--- config.mk ---
export PLATFORM = sky130hd
export DESIGN_NAME = rv_pipe_cpu
export DESIGN_NICKNAME = d
export VERILOG_FILES = /design/src/common/rv_pkg.sv /design/src/common/ex_bundle_if.sv /design/src/decode/inst_decoder.sv /design/src/decode/reg_file.sv /design/src/decode/decode_stage.sv /design/src/execute/execute_stage.sv /design/src/hdl/fetch_stage.sv /design/src/hdl/writeback_stage.sv /design/src/hdl/rv_pipe_cpu.sv
export SDC_FILE = /design/constraint.sdc
export NUM_CORES = 2
export LEC_CHECK = 0
export BUFFER_PORTS_ARGS = -buffer_cell sky130_fd_sc_hd__buf_2
export CORE_MARGIN = 4
export CORE_UTILIZATION = 40
export DETAILED_ROUTE_END_ITERATION = 12
export PLACE_DENSITY_LB_ADDON = 0.12
export SLEW_MARGIN = 20
export SYNTH_ARGS = -nofsm -noshare
export SYNTH_HDL_FRONTEND = slang
export SYNTH_SLANG_ARGS = --single-unit
--- constraint.sdc ---
create_clock -name clk -period 11.2 [get_ports clk]
set_clock_uncertainty 0.2 [all_clocks]
set_input_delay 2.24 -clock clk [delete_from_list [all_inputs] [get_ports clk]]
set_output_delay 2.24 -clock clk [all_outputs]
set_load 0.005 [all_outputs]
--- src/common/rv_pkg.sv ---
/*
 * Shared definitions for the five-stage RV32I subset pipeline.
 * Holds the widths, the opcode map, the ALU operation type, the
 * instruction word with its format views, and the control bundle
 * that travels from decode down to writeback.
 */
package rv_pkg;

  localparam int xlen       = 32;
  localparam int reg_addr_w = 5;

  // opcode map in inst[6:0]
  localparam logic [6:0] op_r       = 7'b0110011;
  localparam logic [6:0] op_i_arith = 7'b0010011;
  localparam logic [6:0] op_load    = 7'b0000011;
  localparam logic [6:0] op_store   = 7'b0100011;
  localparam logic [6:0] op_branch  = 7'b1100011;
  localparam logic [6:0] op_lui     = 7'b0110111;
  localparam logic [6:0] op_jal     = 7'b1101111;

  localparam logic [2:0] f3_beq = 3'b000;
  localparam logic [2:0] f3_bne = 3'b001;

  typedef enum logic [1:0] {
    alu_add = 2'b00,
    alu_sub = 2'b01,
    alu_and = 2'b10,
    alu_or  = 2'b11
  } alu_op_t;

  // ************************************************************
  // instruction word, one view per encoding format
  // ************************************************************
  typedef union packed {
    struct packed {
      logic [6:0] funct7;
      logic [4:0] rs2;
      logic [4:0] rs1;
      logic [2:0] funct3;
      logic [4:0] rd;
      logic [6:0] opcode;
    } r_fmt;
    struct packed {
      logic [11:0] imm;
      logic [4:0]  rs1;
      logic [2:0]  funct3;
      logic [4:0]  rd;
      logic [6:0]  opcode;
    } i_fmt;
    struct packed {
      logic [6:0] imm_hi;
      logic [4:0] rs2;
      logic [4:0] rs1;
      logic [2:0] funct3;
      logic [4:0] imm_lo;
      logic [6:0] opcode;
    } s_fmt;
    struct packed {
      logic       imm_12;
      logic [5:0] imm_10_5;
      logic [4:0] rs2;
      logic [4:0] rs1;
      logic [2:0] funct3;
      logic [3:0] imm_4_1;
      logic       imm_11;
      logic [6:0] opcode;
    } b_fmt;
    struct packed {
      logic       imm_20;
      logic [9:0] imm_10_1;
      logic       imm_11;
      logic [7:0] imm_19_12;
      logic [4:0] rd;
      logic [6:0] opcode;
    } j_fmt;
    struct packed {
      logic [19:0] imm;
      logic [4:0]  rd;
      logic [6:0]  opcode;
    } u_fmt;
  } inst_t;

  typedef struct packed {
    logic    reg_write;
    logic    alu_src;    // second operand is the immediate
    logic    mem_to_reg;
    logic    mem_write;
    logic    branch;
    logic    jal;
    logic    lui;
    alu_op_t alu_op;
  } ctrl_t;

  localparam inst_t nop_inst = 32'h0000_0013; // addi x0, x0, 0

endpackage

--- src/common/ex_bundle_if.sv ---
/*
 * One decoded instruction on its way from decode into execute.
 * Every signal is registered in decode and moves on each clock;
 * a bubble has valid low and all ctrl bits clear.
 */
`timescale 1ns/100ps

interface ex_bundle_if
  import rv_pkg::*;
();
  logic                  valid;
  ctrl_t                 ctrl;
  logic [xlen-1:0]       pc;
  inst_t                 inst;
  logic [xlen-1:0]       rs1_data;
  logic [xlen-1:0]       rs2_data;
  logic [xlen-1:0]       imm;      // I, S or U immediate already chosen
  logic [reg_addr_w-1:0] rs1;
  logic [reg_addr_w-1:0] rs2;
  logic [reg_addr_w-1:0] rd;

  modport decode  (output valid, ctrl, pc, inst, rs1_data, rs2_data, imm, rs1, rs2, rd);
  modport execute (input  valid, ctrl, pc, inst, rs1_data, rs2_data, imm, rs1, rs2, rd);

endinterface

--- src/decode/inst_decoder.sv ---
/*
 * Main and ALU decoder. Turns the opcode, and for R-type the funct
 * fields, into the control bundle. Unknown opcodes give no controls.
 */
`timescale 1ns/100ps

module inst_decoder
  import rv_pkg::*;
(
  input  inst_t inst,
  output ctrl_t ctrl
);

  always_comb
  begin
    ctrl        = '0;
    ctrl.alu_op = alu_add;   // loads, stores, lui and jal all add
    case (inst.r_fmt.opcode)
      op_r:
      begin
        ctrl.reg_write = 1'b1;
        case ({inst.r_fmt.funct7, inst.r_fmt.funct3})
          10'b0100000_000: ctrl.alu_op = alu_sub;
          10'b0000000_111: ctrl.alu_op = alu_and;
          10'b0000000_110: ctrl.alu_op = alu_or;
          default:         ctrl.alu_op = alu_add;
        endcase
      end
      op_i_arith:
      begin
        ctrl.reg_write = 1'b1;  // addi only
        ctrl.alu_src   = 1'b1;
      end
      op_load:
      begin
        ctrl.reg_write  = 1'b1;
        ctrl.alu_src    = 1'b1;
        ctrl.mem_to_reg = 1'b1;
      end
      op_store:
      begin
        ctrl.alu_src   = 1'b1;
        ctrl.mem_write = 1'b1;
      end
      op_branch:
      begin
        ctrl.branch = 1'b1;
        ctrl.alu_op = alu_sub;  // compare through the zero flag
      end
      op_lui:
      begin
        ctrl.reg_write = 1'b1;
        ctrl.alu_src   = 1'b1;
        ctrl.lui       = 1'b1;
      end
      op_jal:
      begin
        ctrl.reg_write = 1'b1;
        ctrl.jal       = 1'b1;
      end
      default:
        ctrl = '0;
    endcase
  end

endmodule

--- src/decode/reg_file.sv ---
/*
 * 32 x 32 register file, two read ports and one write port.
 * x0 reads as zero; a read of the register being written in the
 * same cycle returns the new value.
 */
`timescale 1ns/100ps

module reg_file
  import rv_pkg::*;
(
  input  logic                  clk,
  input  logic                  we,
  input  logic [reg_addr_w-1:0] rs1,
  input  logic [reg_addr_w-1:0] rs2,
  input  logic [reg_addr_w-1:0] rd,
  input  logic [xlen-1:0]       rd_data,
  output logic [xlen-1:0]       rs1_data,
  output logic [xlen-1:0]       rs2_data
);
  logic [xlen-1:0] regs [2**reg_addr_w];

  always_ff @(posedge clk)
  begin
    if (we && rd != '0)
      regs[rd] <= rd_data;
  end

  // write-through read
  assign rs1_data = (rs1 == '0) ? '0 : (we && rd == rs1) ? rd_data : regs[rs1];
  assign rs2_data = (rs2 == '0) ? '0 : (we && rd == rs2) ? rd_data : regs[rs2];

endmodule

--- src/decode/decode_stage.sv ---
/*
 * Decode stage. Holds the fetch/decode register, reads the register
 * file, builds the I/S/U immediate and fills the decode/execute
 * bundle. A load in execute feeding this instruction stalls one cycle.
 */
`timescale 1ns/100ps

module decode_stage
  import rv_pkg::*;
(
  input  logic                  clk,
  input  logic                  reset,
  input  logic [xlen-1:0]       pc,
  input  logic [xlen-1:0]       inst,
  input  logic                  redirect,
  input  logic                  wb_reg_write,
  input  logic [reg_addr_w-1:0] wb_rd,
  input  logic [xlen-1:0]       wb_data,
  output logic                  stall,
  ex_bundle_if.decode           ex
);
  inst_t           id_inst;
  logic [xlen-1:0] id_pc;
  logic            id_valid;
  ctrl_t           id_ctrl;
  logic [xlen-1:0] rs1_data;
  logic [xlen-1:0] rs2_data;
  logic [xlen-1:0] imm;
  logic            load_in_ex;

  // ************************************************************
  // fetch/decode register
  // ************************************************************
  always_ff @(posedge clk or posedge reset)
  begin
    if (reset)
    begin
      id_inst  <= nop_inst;
      id_valid <= 1'b0;
    end
    else if (redirect)
    begin
      id_inst  <= nop_inst;
      id_valid <= 1'b0;
    end
    else if (!stall)
    begin
      id_inst  <= inst;
      id_valid <= 1'b1;
    end
  end

  always_ff @(posedge clk)
  begin
    if (!stall)
      id_pc <= pc;
  end

  inst_decoder inst_decoder_i (
    .inst (id_inst),
    .ctrl (id_ctrl)
  );

  reg_file reg_file_i (
    .clk      (clk),
    .we       (wb_reg_write),
    .rs1      (id_inst.r_fmt.rs1),
    .rs2      (id_inst.r_fmt.rs2),
    .rd       (wb_rd),
    .rd_data  (wb_data),
    .rs1_data (rs1_data),
    .rs2_data (rs2_data)
  );

  always_comb
  begin
    if (id_ctrl.lui)
      imm = {id_inst.u_fmt.imm, 12'b0};
    else if (id_ctrl.mem_write)  // S format
      imm = {{20{id_inst.s_fmt.imm_hi[6]}}, id_inst.s_fmt.imm_hi, id_inst.s_fmt.imm_lo};
    else
      imm = {{20{id_inst.i_fmt.imm[11]}}, id_inst.i_fmt.imm};
  end

  // load-use hazard where the loaded value is not ready for forwarding yet
  assign load_in_ex = ex.valid & ex.ctrl.mem_to_reg & (ex.rd != '0);
  assign stall      = load_in_ex & id_valid &
                      ((ex.rd == id_inst.r_fmt.rs1) | (ex.rd == id_inst.r_fmt.rs2));

  // ************************************************************
  // decode/execute register
  // ************************************************************
  always_ff @(posedge clk or posedge reset)
  begin
    if (reset)
    begin
      ex.valid <= 1'b0;
      ex.ctrl  <= '0;
    end
    else if (redirect || stall || !id_valid)
    begin
      ex.valid <= 1'b0;  // bubble
      ex.ctrl  <= '0;
    end
    else
    begin
      ex.valid <= 1'b1;
      ex.ctrl  <= id_ctrl;
    end
  end

  always_ff @(posedge clk)
  begin
    ex.pc       <= id_pc;
    ex.inst     <= id_inst;
    ex.rs1_data <= rs1_data;
    ex.rs2_data <= rs2_data;
    ex.imm      <= imm;
    ex.rs1      <= id_inst.r_fmt.rs1;
    ex.rs2      <= id_inst.r_fmt.rs2;
    ex.rd       <= id_inst.r_fmt.rd;
  end

endmodule

--- src/execute/execute_stage.sv ---
/*
 * Execute stage. Forwards operands from the memory and writeback
 * stages, runs the ALU, resolves beq/bne/jal and drives the
 * execute/memory register, whose ALU result is the data address.
 */
`timescale 1ns/100ps

module execute_stage
  import rv_pkg::*;
(
  input  logic                  clk,
  input  logic                  reset,
  ex_bundle_if.execute          ex,
  input  logic                  wb_reg_write,
  input  logic [reg_addr_w-1:0] wb_rd,
  input  logic [xlen-1:0]       wb_data,
  output logic                  redirect,
  output logic [xlen-1:0]       target,
  output logic                  mem_write,
  output logic [xlen-1:0]       mem_addr,
  output logic [xlen-1:0]       mem_wdata,
  output ctrl_t                 mem_ctrl,
  output logic [reg_addr_w-1:0] mem_rd,
  output logic [xlen-1:0]       mem_alu_out,
  output logic [xlen-1:0]       mem_pc
);
  logic [xlen-1:0] fwd_a;
  logic [xlen-1:0] fwd_b;
  logic [xlen-1:0] op_a;
  logic [xlen-1:0] op_b;
  logic [xlen-1:0] alu_out;
  logic [xlen-1:0] b_imm;
  logic [xlen-1:0] j_imm;
  logic            zero;
  logic            taken;

  // newest producer wins with memory stage before writeback
  function automatic logic [xlen-1:0] fwd_sel(
    input logic [reg_addr_w-1:0] rs,
    input logic [xlen-1:0]       rf_val
  );
    if (mem_ctrl.reg_write && mem_rd != '0 && mem_rd == rs)
      return mem_alu_out;
    else if (wb_reg_write && wb_rd != '0 && wb_rd == rs)
      return wb_data;
    else
      return rf_val;
  endfunction

  always_comb
  begin
    fwd_a = fwd_sel(ex.rs1, ex.rs1_data);
    fwd_b = fwd_sel(ex.rs2, ex.rs2_data);  // also the store data
  end

  assign op_a = ex.ctrl.lui ? '0 : fwd_a;
  assign op_b = ex.ctrl.alu_src ? ex.imm : fwd_b;

  always_comb
  begin
    case (ex.ctrl.alu_op)
      alu_sub: alu_out = op_a - op_b;
      alu_and: alu_out = op_a & op_b;
      alu_or:  alu_out = op_a | op_b;
      default: alu_out = op_a + op_b;
    endcase
  end

  assign zero = (alu_out == '0);

  // ************************************************************
  // branch and jump resolution
  // ************************************************************
  assign b_imm = {{19{ex.inst.b_fmt.imm_12}}, ex.inst.b_fmt.imm_12, ex.inst.b_fmt.imm_11,
                  ex.inst.b_fmt.imm_10_5, ex.inst.b_fmt.imm_4_1, 1'b0};
  assign j_imm = {{11{ex.inst.j_fmt.imm_20}}, ex.inst.j_fmt.imm_20, ex.inst.j_fmt.imm_19_12,
                  ex.inst.j_fmt.imm_11, ex.inst.j_fmt.imm_10_1, 1'b0};

  assign taken = ex.ctrl.branch &
                 (((ex.inst.b_fmt.funct3 == f3_beq) & zero) |
                  ((ex.inst.b_fmt.funct3 == f3_bne) & ~zero));

  assign redirect = ex.valid & (taken | ex.ctrl.jal);  // flushes the two younger slots
  assign target   = ex.pc + (ex.ctrl.jal ? j_imm : b_imm);

  // ************************************************************
  // execute/memory register
  // ************************************************************
  always_ff @(posedge clk or posedge reset)
  begin
    if (reset)
      mem_ctrl <= '0;
    else
      mem_ctrl <= ex.valid ? ex.ctrl : '0;
  end

  always_ff @(posedge clk)
  begin
    mem_rd      <= ex.rd;
    mem_alu_out <= alu_out;
    mem_wdata   <= fwd_b;
    mem_pc      <= ex.pc;
  end

  assign mem_write = mem_ctrl.mem_write;
  assign mem_addr  = mem_alu_out;

endmodule

--- src/hdl/fetch_stage.sv ---
/*
 * Program counter. Steps by 4 each cycle, holds during a load-use
 * stall, and jumps to the execute-stage target on redirect.
 */
`timescale 1ns/100ps

module fetch_stage
  import rv_pkg::*;
(
  input  logic            clk,
  input  logic            reset,
  input  logic            stall,
  input  logic            redirect,
  input  logic [xlen-1:0] target,
  output logic [xlen-1:0] pc
);

  always_ff @(posedge clk or posedge reset)
  begin
    if (reset)
      pc <= '0;
    else if (redirect)          // taken branch or jal beats a stall
      pc <= target;
    else if (!stall)
      pc <= pc + xlen'(4);
  end

endmodule

--- src/hdl/writeback_stage.sv ---
/*
 * Memory/writeback register and the register write value.
 * Captures the load data at the end of the memory cycle; the wb
 * outputs feed the register file and both forwarding paths.
 */
`timescale 1ns/100ps

module writeback_stage
  import rv_pkg::*;
(
  input  logic                  clk,
  input  logic                  reset,
  input  ctrl_t                 mem_ctrl,
  input  logic [reg_addr_w-1:0] mem_rd,
  input  logic [xlen-1:0]       mem_alu_out,
  input  logic [xlen-1:0]       mem_pc,
  input  logic [xlen-1:0]       mem_rdata,
  output logic                  wb_reg_write,
  output logic [reg_addr_w-1:0] wb_rd,
  output logic [xlen-1:0]       wb_data
);
  logic            wb_mem_to_reg;
  logic            wb_jal;
  logic [xlen-1:0] wb_alu_out;
  logic [xlen-1:0] wb_pc;
  logic [xlen-1:0] wb_rdata;

  always_ff @(posedge clk or posedge reset)
  begin
    if (reset)
    begin
      wb_reg_write  <= 1'b0;
      wb_mem_to_reg <= 1'b0;
      wb_jal        <= 1'b0;
    end
    else
    begin
      wb_reg_write  <= mem_ctrl.reg_write;
      wb_mem_to_reg <= mem_ctrl.mem_to_reg;
      wb_jal        <= mem_ctrl.jal;
    end
  end

  always_ff @(posedge clk)
  begin
    wb_rd      <= mem_rd;
    wb_alu_out <= mem_alu_out;
    wb_pc      <= mem_pc;
    wb_rdata   <= mem_rdata;  // load data
  end

  always_comb
  begin
    if (wb_jal)
      wb_data = wb_pc + xlen'(4);  // link address
    else if (wb_mem_to_reg)
      wb_data = wb_rdata;
    else
      wb_data = wb_alu_out;
  end

endmodule

--- src/hdl/rv_pipe_cpu.sv ---
/*
 * Top of the five-stage pipelined RV32I subset core.
 * Instruction port is combinational on pc; data memory read data
 * must be valid in the same cycle as mem_addr.
 */
`timescale 1ns/100ps

module rv_pipe_cpu
  import rv_pkg::*;
(
  input  logic            clk,
  input  logic            reset,
  output logic [xlen-1:0] pc,
  input  logic [xlen-1:0] inst,
  output logic            mem_write,
  output logic [xlen-1:0] mem_addr,
  output logic [xlen-1:0] mem_wdata,
  input  logic [xlen-1:0] mem_rdata
);
  logic                  stall;
  logic                  redirect;
  logic [xlen-1:0]       target;
  ctrl_t                 mem_ctrl;
  logic [reg_addr_w-1:0] mem_rd;
  logic [xlen-1:0]       mem_alu_out;
  logic [xlen-1:0]       mem_pc;
  logic                  wb_reg_write;
  logic [reg_addr_w-1:0] wb_rd;
  logic [xlen-1:0]       wb_data;

  ex_bundle_if ex_bus ();

  fetch_stage fetch_stage_i (
    .clk      (clk),
    .reset    (reset),
    .stall    (stall),
    .redirect (redirect),
    .target   (target),
    .pc       (pc)
  );

  decode_stage decode_stage_i (
    .clk          (clk),
    .reset        (reset),
    .pc           (pc),
    .inst         (inst),
    .redirect     (redirect),
    .wb_reg_write (wb_reg_write),
    .wb_rd        (wb_rd),
    .wb_data      (wb_data),
    .stall        (stall),
    .ex           (ex_bus.decode)
  );

  execute_stage execute_stage_i (
    .clk          (clk),
    .reset        (reset),
    .ex           (ex_bus.execute),
    .wb_reg_write (wb_reg_write),
    .wb_rd        (wb_rd),
    .wb_data      (wb_data),
    .redirect     (redirect),
    .target       (target),
    .mem_write    (mem_write),
    .mem_addr     (mem_addr),
    .mem_wdata    (mem_wdata),
    .mem_ctrl     (mem_ctrl),
    .mem_rd       (mem_rd),
    .mem_alu_out  (mem_alu_out),
    .mem_pc       (mem_pc)
  );

  writeback_stage writeback_stage_i (
    .clk          (clk),
    .reset        (reset),
    .mem_ctrl     (mem_ctrl),
    .mem_rd       (mem_rd),
    .mem_alu_out  (mem_alu_out),
    .mem_pc       (mem_pc),
    .mem_rdata    (mem_rdata),
    .wb_reg_write (wb_reg_write),
    .wb_rd        (wb_rd),
    .wb_data      (wb_data)
  );

endmodule

; Word-level counts from Yosys, hierarchy flattened
; Memory sizes are Yosys's and may differ from the RTL's. A register that Yosys moved wholly into a read port is not among the register bits.
; Cells that the tools add are included.
[totals]
output_inout_bits = 97
mem_bits_rw = 1024
regBits = 427
memories = 1
input_bits = 66
word_cells = 126
[mem_list]
columns = memory, depth, width, read_ports, rd_ports_with_merged_regs, write_ports, line_no
row1 = decode_stage_i.reg_file_i.regs, 32, 32, 2, 2, 1, reg_file.sv:20  ; logic [xlen-1:0] regs [2**reg_addr_w];
[classes]
n_bitwise = 14
n_addsub = 5
n_reduce_logical = 18
n_eq_ne = 21
n_mux = 32
[ops]
columns = cell, count
row1 = $mux W32, 12
row2 = $pmux W32 S3, 1
row3 = $add A32 B3 Y32 const B, 2
row4 = $add A32 B32 Y32, 2
row5 = $and A32 B32 Y32, 1
row6 = $logic_not A32 Y1, 1
row7 = $or A32 B32 Y32, 1
row8 = $sub A32 B32 Y32, 1
row9 = $mux W31, 1
row10 = $eq A5 B5 Y1, 6
row11 = $eq A7 B6 Y1 const B, 3
row12 = $eq A10 B3 Y1 const B, 2
row13 = $mux W20, 1
row14 = $mux W9, 2
row15 = $reduce_bool A5 Y1, 3
row16 = $eq A7 B7 Y1 const B, 2
row17 = $mux W1, 12
row18 = $eq A10 B9 Y1 const B, 1
row19 = $logic_not A5 Y1, 2
row20 = $and A1 B1 Y1, 8
row21 = $eq A7 B2 Y1 const B, 1
row22 = $eq A7 B5 Y1 const B, 1
row23 = $logic_and A1 B1 Y1, 6
row24 = $pmux W2 S3, 1
row25 = other kinds (13), 17

; Logic depth before layout (Yosys ltp)
[logic_depth]
ltp_word = 18
mapped_depth = 35
mapped_depth_nobuf = 29

; Modules after synthesis
; A second synthesis with hierarchy kept.
[hier_totals]
hier_cells = 4822
area_unflattened_um2 = 69923.3
[by_module_without_submodules]
columns = module, seq_area_each_um2, n_inst, cells_each, area_each_um2
row1 = reg_file, 30749.5, 1, 2524, 47951.0
row2 = execute_stage, 2247.2, 1, 1302, 9965.8
row3 = decode_stage, 5223.8, 1, 452, 6501.2
row4 = writeback_stage, 2097.0, 1, 316, 3467.1
row5 = fetch_stage, 800.8, 1, 200, 1851.8
row6 = inst_decoder, 0.0, 1, 28, 186.4

; Worst setup path before layout
; OpenSTA, ideal clock, no wires.
[synth_timing]
kind = reg-to-reg
from = reg writeback_stage_i.wb_mem_to_reg
to = reg fetch_stage_i.pc[18]
required_ps = 10872
arrival_time_ps = 8058
path_stages_with_launch = 29
n_path_buf = 5
setup_slack_ps = 2814
setup_ps = 128
period_less_slack_ps = 8386
cell_sequence = dfrtp_1 -> buf_2 -> buf_1 -> clkbuf_1 -> buf_1 -> mux2i_1 -> nand2_1 -> nor3b_1 -> a21oi_1 -> nor2_1 -> nor3_1 -> nor2_1 -> xnor2_1 -> ha_1 -> a21oi_1 -> or3b_2 -> a31oi_1 -> a21oi_1 -> xor2_1 -> nor2_1 -> a311oi_1 -> or4_1 -> or4b_1 -> or4_1 -> a21boi_1 -> nand2_1 -> inv_2 -> buf_6 -> mux2_1
[synth_between]
elab_chain_len = 15
elab_cells_between_ends = 23
cone_classes = add/sub (2) / eq/ne (1) / mux (10) / bitwise (9) / reduce/logical (1)
[synth_rtl]
columns = item, line_no
row1 = from (decl), writeback_stage.sv:22  ; logic wb_mem_to_reg;
row2 = from (signal assigned), writeback_stage.sv:39  ; wb_mem_to_reg <= mem_ctrl.mem_to_reg;
row3 = $mux W32 *, writeback_stage.sv:56  ; else if (wb_mem_to_reg)
row4 = $mux W32 *, writeback_stage.sv:54  ; if (wb_jal)
row5 = named net decode_stage_i.reg_file_i.rd_data[17], reg_file.sv:16  ; input logic [xlen-1:0] rd_data,
row6 = $mux W32, execute_stage.sv:44  ; else if (wb_reg_write && wb_rd != '0 && wb_rd == rs)
row7 = $mux W32, execute_stage.sv:42  ; if (mem_ctrl.reg_write && mem_rd != '0 && mem_rd == rs)
row8 = "$mux W32, on equally long branches", "execute_stage.sv:56, execute_stage.sv:57"
row9 = $add A32 B32 Y32 / $sub A32 B32 Y32 (equally long branches), "execute_stage.sv:65, execute_stage.sv:62"
row10 = $pmux W32 S3 *, execute_stage.sv:61  ; case (ex.ctrl.alu_op)
row11 = named net execute_stage_i.alu_out[23], execute_stage.sv:31  ; logic [xlen-1:0] alu_out;
row12 = $logic_not A32 Y1 *, execute_stage.sv:69  ; assign zero = (alu_out == '0);
row13 = $not A1 Y1, execute_stage.sv:81  ; ((ex.inst.b_fmt.funct3 == f3_bne) & ~zero));
row14 = $and A1 B1 Y1, execute_stage.sv:81
row15 = $or A1 B1 Y1 *, execute_stage.sv:80  ; (((ex.inst.b_fmt.funct3 == f3_beq) & zero) |
row16 = $and A1 B1 Y1 *, execute_stage.sv:79  ; assign taken = ex.ctrl.branch &
row17 = $or A1 B1 Y1 *, execute_stage.sv:83  ; assign redirect = ex.valid & (taken | ex.ctrl.jal);
row18 = $and A1 B1 Y1 *, execute_stage.sv:83
row19 = $ne A2 B1 Y1 (no line) / $mux W32 (equally long branches), -
row20 = to (signal assigned), fetch_stage.sv:23  ; pc <= target;
row21 = to (signal assigned), fetch_stage.sv:25  ; pc <= pc + xlen'(4);
row22 = to (decl), fetch_stage.sv:15  ; output logic [xlen-1:0] pc
; The timed path passes the listed nets; every way through them passes the cells marked *.
; A chain may end at the register's enable or synchronous reset.

; Final worst setup path
[layout_timing]
from = reg execute_stage_i.mem_rd[1]
to = reg fetch_stage_i.pc[18]
[layout_between]
elab_chain_len = 15
elab_cells_between_ends = 25
cone_classes = add/sub (2) / eq/ne (3) / mux (6) / bitwise (9) / reduce/logical (5)
[layout_rtl]
columns = item, line_no
row1 = from (decl), execute_stage.sv:23  ; output logic [reg_addr_w-1:0] mem_rd,
row2 = from (signal assigned), execute_stage.sv:99  ; mem_rd <= ex.rd;
row3 = $reduce_bool A5 Y1, execute_stage.sv:42
row4 = $logic_and A1 B1 Y1 (2 in a row), execute_stage.sv:42
row5 = $mux W32, execute_stage.sv:42
row6 = "$mux W32, on equally long branches", "execute_stage.sv:56, execute_stage.sv:57"
row7 = $add A32 B32 Y32 (tied with other cells), execute_stage.sv:65  ; default: alu_out = op_a + op_b;
row8 = $pmux W32 S3 *, execute_stage.sv:61
row9 = named net execute_stage_i.alu_out[23], execute_stage.sv:31
row10 = $logic_not A32 Y1 *, execute_stage.sv:69
row11 = $not A1 Y1, execute_stage.sv:81
row12 = $and A1 B1 Y1, execute_stage.sv:81
row13 = $or A1 B1 Y1 *, execute_stage.sv:80
row14 = $and A1 B1 Y1 *, execute_stage.sv:79
row15 = $or A1 B1 Y1 *, execute_stage.sv:83
row16 = $and A1 B1 Y1 *, execute_stage.sv:83
row17 = $ne A2 B1 Y1 (no line) / $mux W32 (equally long branches), -
; Marked as above.

==> qor.log <==
INFO  outcome        result_of_the_run=finished clean
INFO  detailed_routing viasPerCell=6.16
INFO  synth          post-synth-top-area-fraction=46.2%
INFO  grt            grt_pass1_wl=325000um
INFO  synth          yosysWarningCount=0
INFO  synth          synth.most_common_cell=edfxtp_1
INFO  pwr            static-leakage-power=27.1nW
INFO  clock_tree     cts-buffers-inserted=164
INFO  synth          synth_common_cells=edfxtp_1 (1056), mux4_2 (578), dfxtp_1 (354)
INFO  clock_tree     clkSlewWorstSetupHoldPaths=0.06ns
INFO  grt            antenna_found_initial=8
INFO  grt            grt.total_usage=25.7%
INFO  worst_setup_path critical_path_peak_fanout=29
INFO  synth          synth.top_cells.by_area=edfxtp_1 (46%), mux4_2 (19%), dfxtp_1 (10%)
INFO  layout         syn2layout_area_growth=13.8%
INFO  synth          yosys.area_share.simple=5.71%
INFO  worst_setup_path critPathLaunchType=flop
INFO  pwr            clockPowerShare=34.2%
INFO  die            core_area=0.170mm^2
INFO  clock_tree     hold_buffers=0
INFO  sta            fmax=99.1MHz
INFO  pwr            totalPowerFinal=15.9mW
INFO  clock_tree     cts_tree=done
INFO  pwr            p_seq_share=46.9%
INFO  detailed_routing drt_wl_total=232000um
INFO  placed_design  place_hpwl=143000um
INFO  synth          fraction_of_registers_with_async_set_reset=5.50%
INFO  synth          synth_edf_count=1056
INFO  synth          netlist_area=0.0686mm^2
INFO  sta            rsz0062_at_grt=false
INFO  worst_setup_path end_kind=flop
INFO  detailed_routing first_iter_violations=4922
INFO  detailed_routing drc=0
INFO  pwr            power.switching=4.83mW
INFO  detailed_routing firstDrtPassIters=5
INFO  layout         area.sequential=0.0409mm^2
INFO  die            die_width=422um
INFO  sta            min_period_over_period=90.1%
INFO  layout         max_flop_register=decode_stage_i.reg_file_i.regs
INFO  sta            final.min_clock_period=10.09ns
INFO  synth          yosys.area_share.adder=1.56%
INFO  pwr            worst_ir_drop_vdd=0.138mV
INFO  grt            overflow=0
INFO  job            max-cap-violations=0
INFO  clock_tree     htree_num_levels=4
INFO  placed_design  place_congestion=0.914
INFO  sta            timing_max_transition_violations_final=0
INFO  worst_setup_path crit_type=flop to flop
INFO  die            std_cell_rows=151
INFO  synth          synthMuxAreaShare=22.9%
INFO  layout         n_fill_cell=14800
INFO  die            die_height=422um
INFO  synth          synthDominantAreaCellType=edfxtp_1
INFO  synth          synth.distinct_cells=99
INFO  die            floorplan.io_pins=163
INFO  sta            report.final.hold_viol_count=0
INFO  clock_tree     number_of_gates_resized_after_cts=0
INFO  worst_setup_path setup.worst_path.start=execute_stage_i.mem_rd[1]
INFO  synth          postSynthCellCount=4371
INFO  synth          largest_family_of_logic_cells_by_synthesized_area=multiplexers
INFO  synth          synth-xor-area-share=1.90%
INFO  grt            grt_start_max_net_pins=105
INFO  synth          avgSynthCellArea=15.7um^2
INFO  synth          synth.yosys.seq_area_share=59.6%
INFO  placed_design  numPortBuffers=162
INFO  clock_tree     cts_buffer_depth=3
INFO  synth          synthFlopType=edfxtp_1
INFO  clock_tree     insertion_delay=0.82ns
INFO  pwr            netSwitchingFraction=30.4%
INFO  clock_tree     tritoncts_num_sinks=1492
INFO  worst_setup_path critical-path-max-stage-delay=0.80ns
INFO  die            initial_utilization=40.4%
INFO  worst_setup_path crit_required=11.69ns
INFO  worst_setup_path worst_ep_arrival_time=10.58ns
INFO  layout         multi_input_logic_area=0.0270mm^2
INFO  clock_tree     post-cts-setup-buffers=0
INFO  worst_setup_path count_of_buffer_and_inverter_cells_on_the_critical_path=1
INFO  synth          synth_compound_gate_area_share=6.44%
INFO  synth          synth.ff_latch_count=1492
INFO  sta            sum_of_negative_setup_slack=0ns
INFO  min_path       hold_path_startpoint=execute_stage_i.mem_pc[21]
INFO  min_path       worst_min_delay_path_class=flop to flop
INFO  worst_setup_path timing.critical_path.max_delay_family=simple AND/OR/NAND/NOR gates
INFO  pwr            power.share.combinational=18.9%
INFO  clock_tree     cts_root_buf=clkbuf_16
INFO  worst_setup_path cell_with_the_largest_stage_delay_on_the_worst_path=nor3_1
INFO  sta            worst-slew-pin-transition=1.06ns
INFO  detailed_routing num_vias=42600
INFO  worst_setup_path critical_path_s_most_frequent_cell=nor2_1
INFO  layout         largest_reg_flops=1024
INFO  die            die_area=0.178mm^2
INFO  layout         drive_gt1_share=26.8%
INFO  layout         finalNetCount=4684
INFO  sta            worst_slew_margin_rel=28.9%
INFO  detailed_routing wl_per_cell=33.6um
INFO  sta            setup_viol_count_final=0
INFO  pwr            power_density=203mW/mm^2
INFO  detailed_routing drt.antenna.violating_nets=0
INFO  pwr            internal_power=11.0mW
INFO  grt            number_of_global_route_vias_before_repair=42200
INFO  worst_setup_path timing.rr.start=execute_stage_i.mem_rd[1]
-- cells in the final DEF, fill, tap and decap left out, types with 41 or more instances in the layout --
master / Yosys / final
buf_2: 9 / 162
buf_4: 4 / 103
clkinv_1: 2 / 42
a31oi_1: 53 / 41
a211oi_1: 92 / 92
xnor2_1: 84 / 84
a21o_1: 43 / 43
o21ai_0: 105 / 102
xor2_1: 65 / 65
nand2_1: 203 / 201
nand3_1: 63 / 61
dfxtp_1: 354 / 354
nor2_1: 292 / 254
a21oi_1: 115 / 114
mux2i_1: 210 / 209
dfrtp_1: 79 / 66
inv_1: 45 / 42
edfxtp_1: 1056 / 1056
mux4_2: 578 / 578
ha_1: 66 / 66
mux2_2: 43 / 43
clkbuf_16: 0 / 166
-- worst paths after layout --
path                                                     to  slack [ns]  depth (start not counted)
worst max-delay path                   fetch_stage_i.pc[18]        1.11                         27
worst max register to register         fetch_stage_i.pc[18]        1.11                         27
min in group asynchronous              fetch_stage_i.pc[16]        1.19                          2
worst min-delay path            writeback_stage_i.wb_pc[21]        0.13                          0
worst min register to register  writeback_stage_i.wb_pc[21]        0.13                          0
max in group asynchronous        decode_stage_i.id_inst[24]        8.30                          3
-- through the flow --
stage | instances | hold WS [ns] | setup WS, ns | area, um^2 | util (%)
after floorplan | 4402 | 0.110 | 2.81 | 68700 | -
after global placement | 6600 | 0.111 | 1.59 | 72600 | 42.7
after detailed placement | 6600 | 0.112 | 1.50 | 72600 | 42.7
after CTS | 6907 | 0.118 | 1.48 | 78000 | 45.9
after global routing | 6909 | 0.121 | 0.820 | 78100 | 46.0
final | 6915 | 0.125 | 1.11 | 78100 | 46.0
-- worst register-to-register path, stage by stage, from the launching register on --
cell and delay, ns:
dfxtp_1 0.34, or4_4 0.58, o2111ai_4 0.35, o21a_1 0.77, o211ai_1 0.22, a2111oi_0 0.65, nand3_1 0.25, nor2_1 0.20
nand2_1 0.10, or2_2 0.33, nor3_1 0.80, nor2_1 0.12, xnor2_1 0.17, ha_1 0.43, a21oi_1 0.20, or3b_2 0.47
a31oi_1 0.28, a21oi_1 0.12, xor2_1 0.18, nor2_1 0.11, a311oi_1 0.08, or4_1 0.58, or4b_1 0.59, or4_1 0.50
a21boi_1 0.16, nand2_2 0.09, inv_2 0.68, mux2_1 0.44
-- power groups by stage --
stage | Combinational, mW | Clock [mW] | Sequential (mW)
floorplan | 1.75 | 0 | 7.25
global placement | 2.95 | 0 | 7.56
detailed placement | 2.96 | 0 | 7.56
CTS | 2.97 | 5.54 | 7.44
global route | 3.22 | 5.78 | 7.48
finish | 3.00 | 5.44 | 7.45
-- final cells by class --
class,instances,share of cell area (%)
Sequential cell,1492,52.4
Multi-Input combinational cell,2570,34.6
Clock buffer,201,5.57
Tap cell,2218,3.55
Timing Repair Buffer,274,2.28
Clock inverter,106,1.38
Inverter,48,0.232
Antenna cell,6,0.0192
-- cells by family after synthesis --
logic type,after synthesis
XOR/XNOR,149
multiplexers,837
buffers and inverters,340
flip-flops,1492
other,1
AO/OA/AOI/OAI,645
adder cells (fa/ha/maj),88
AND/OR/NAND/NOR,819
-- routing by layer --
layer	track usage, %	vias up	routed length [um]
li1	-	17900	-
met2	40.2	1792	108000
met4	8.62	4	7820
met1	36.2	22500	98800
met5	0	-	29
met3	5.05	373	17600
No activity file was read; power rests on OpenSTA's default activity.
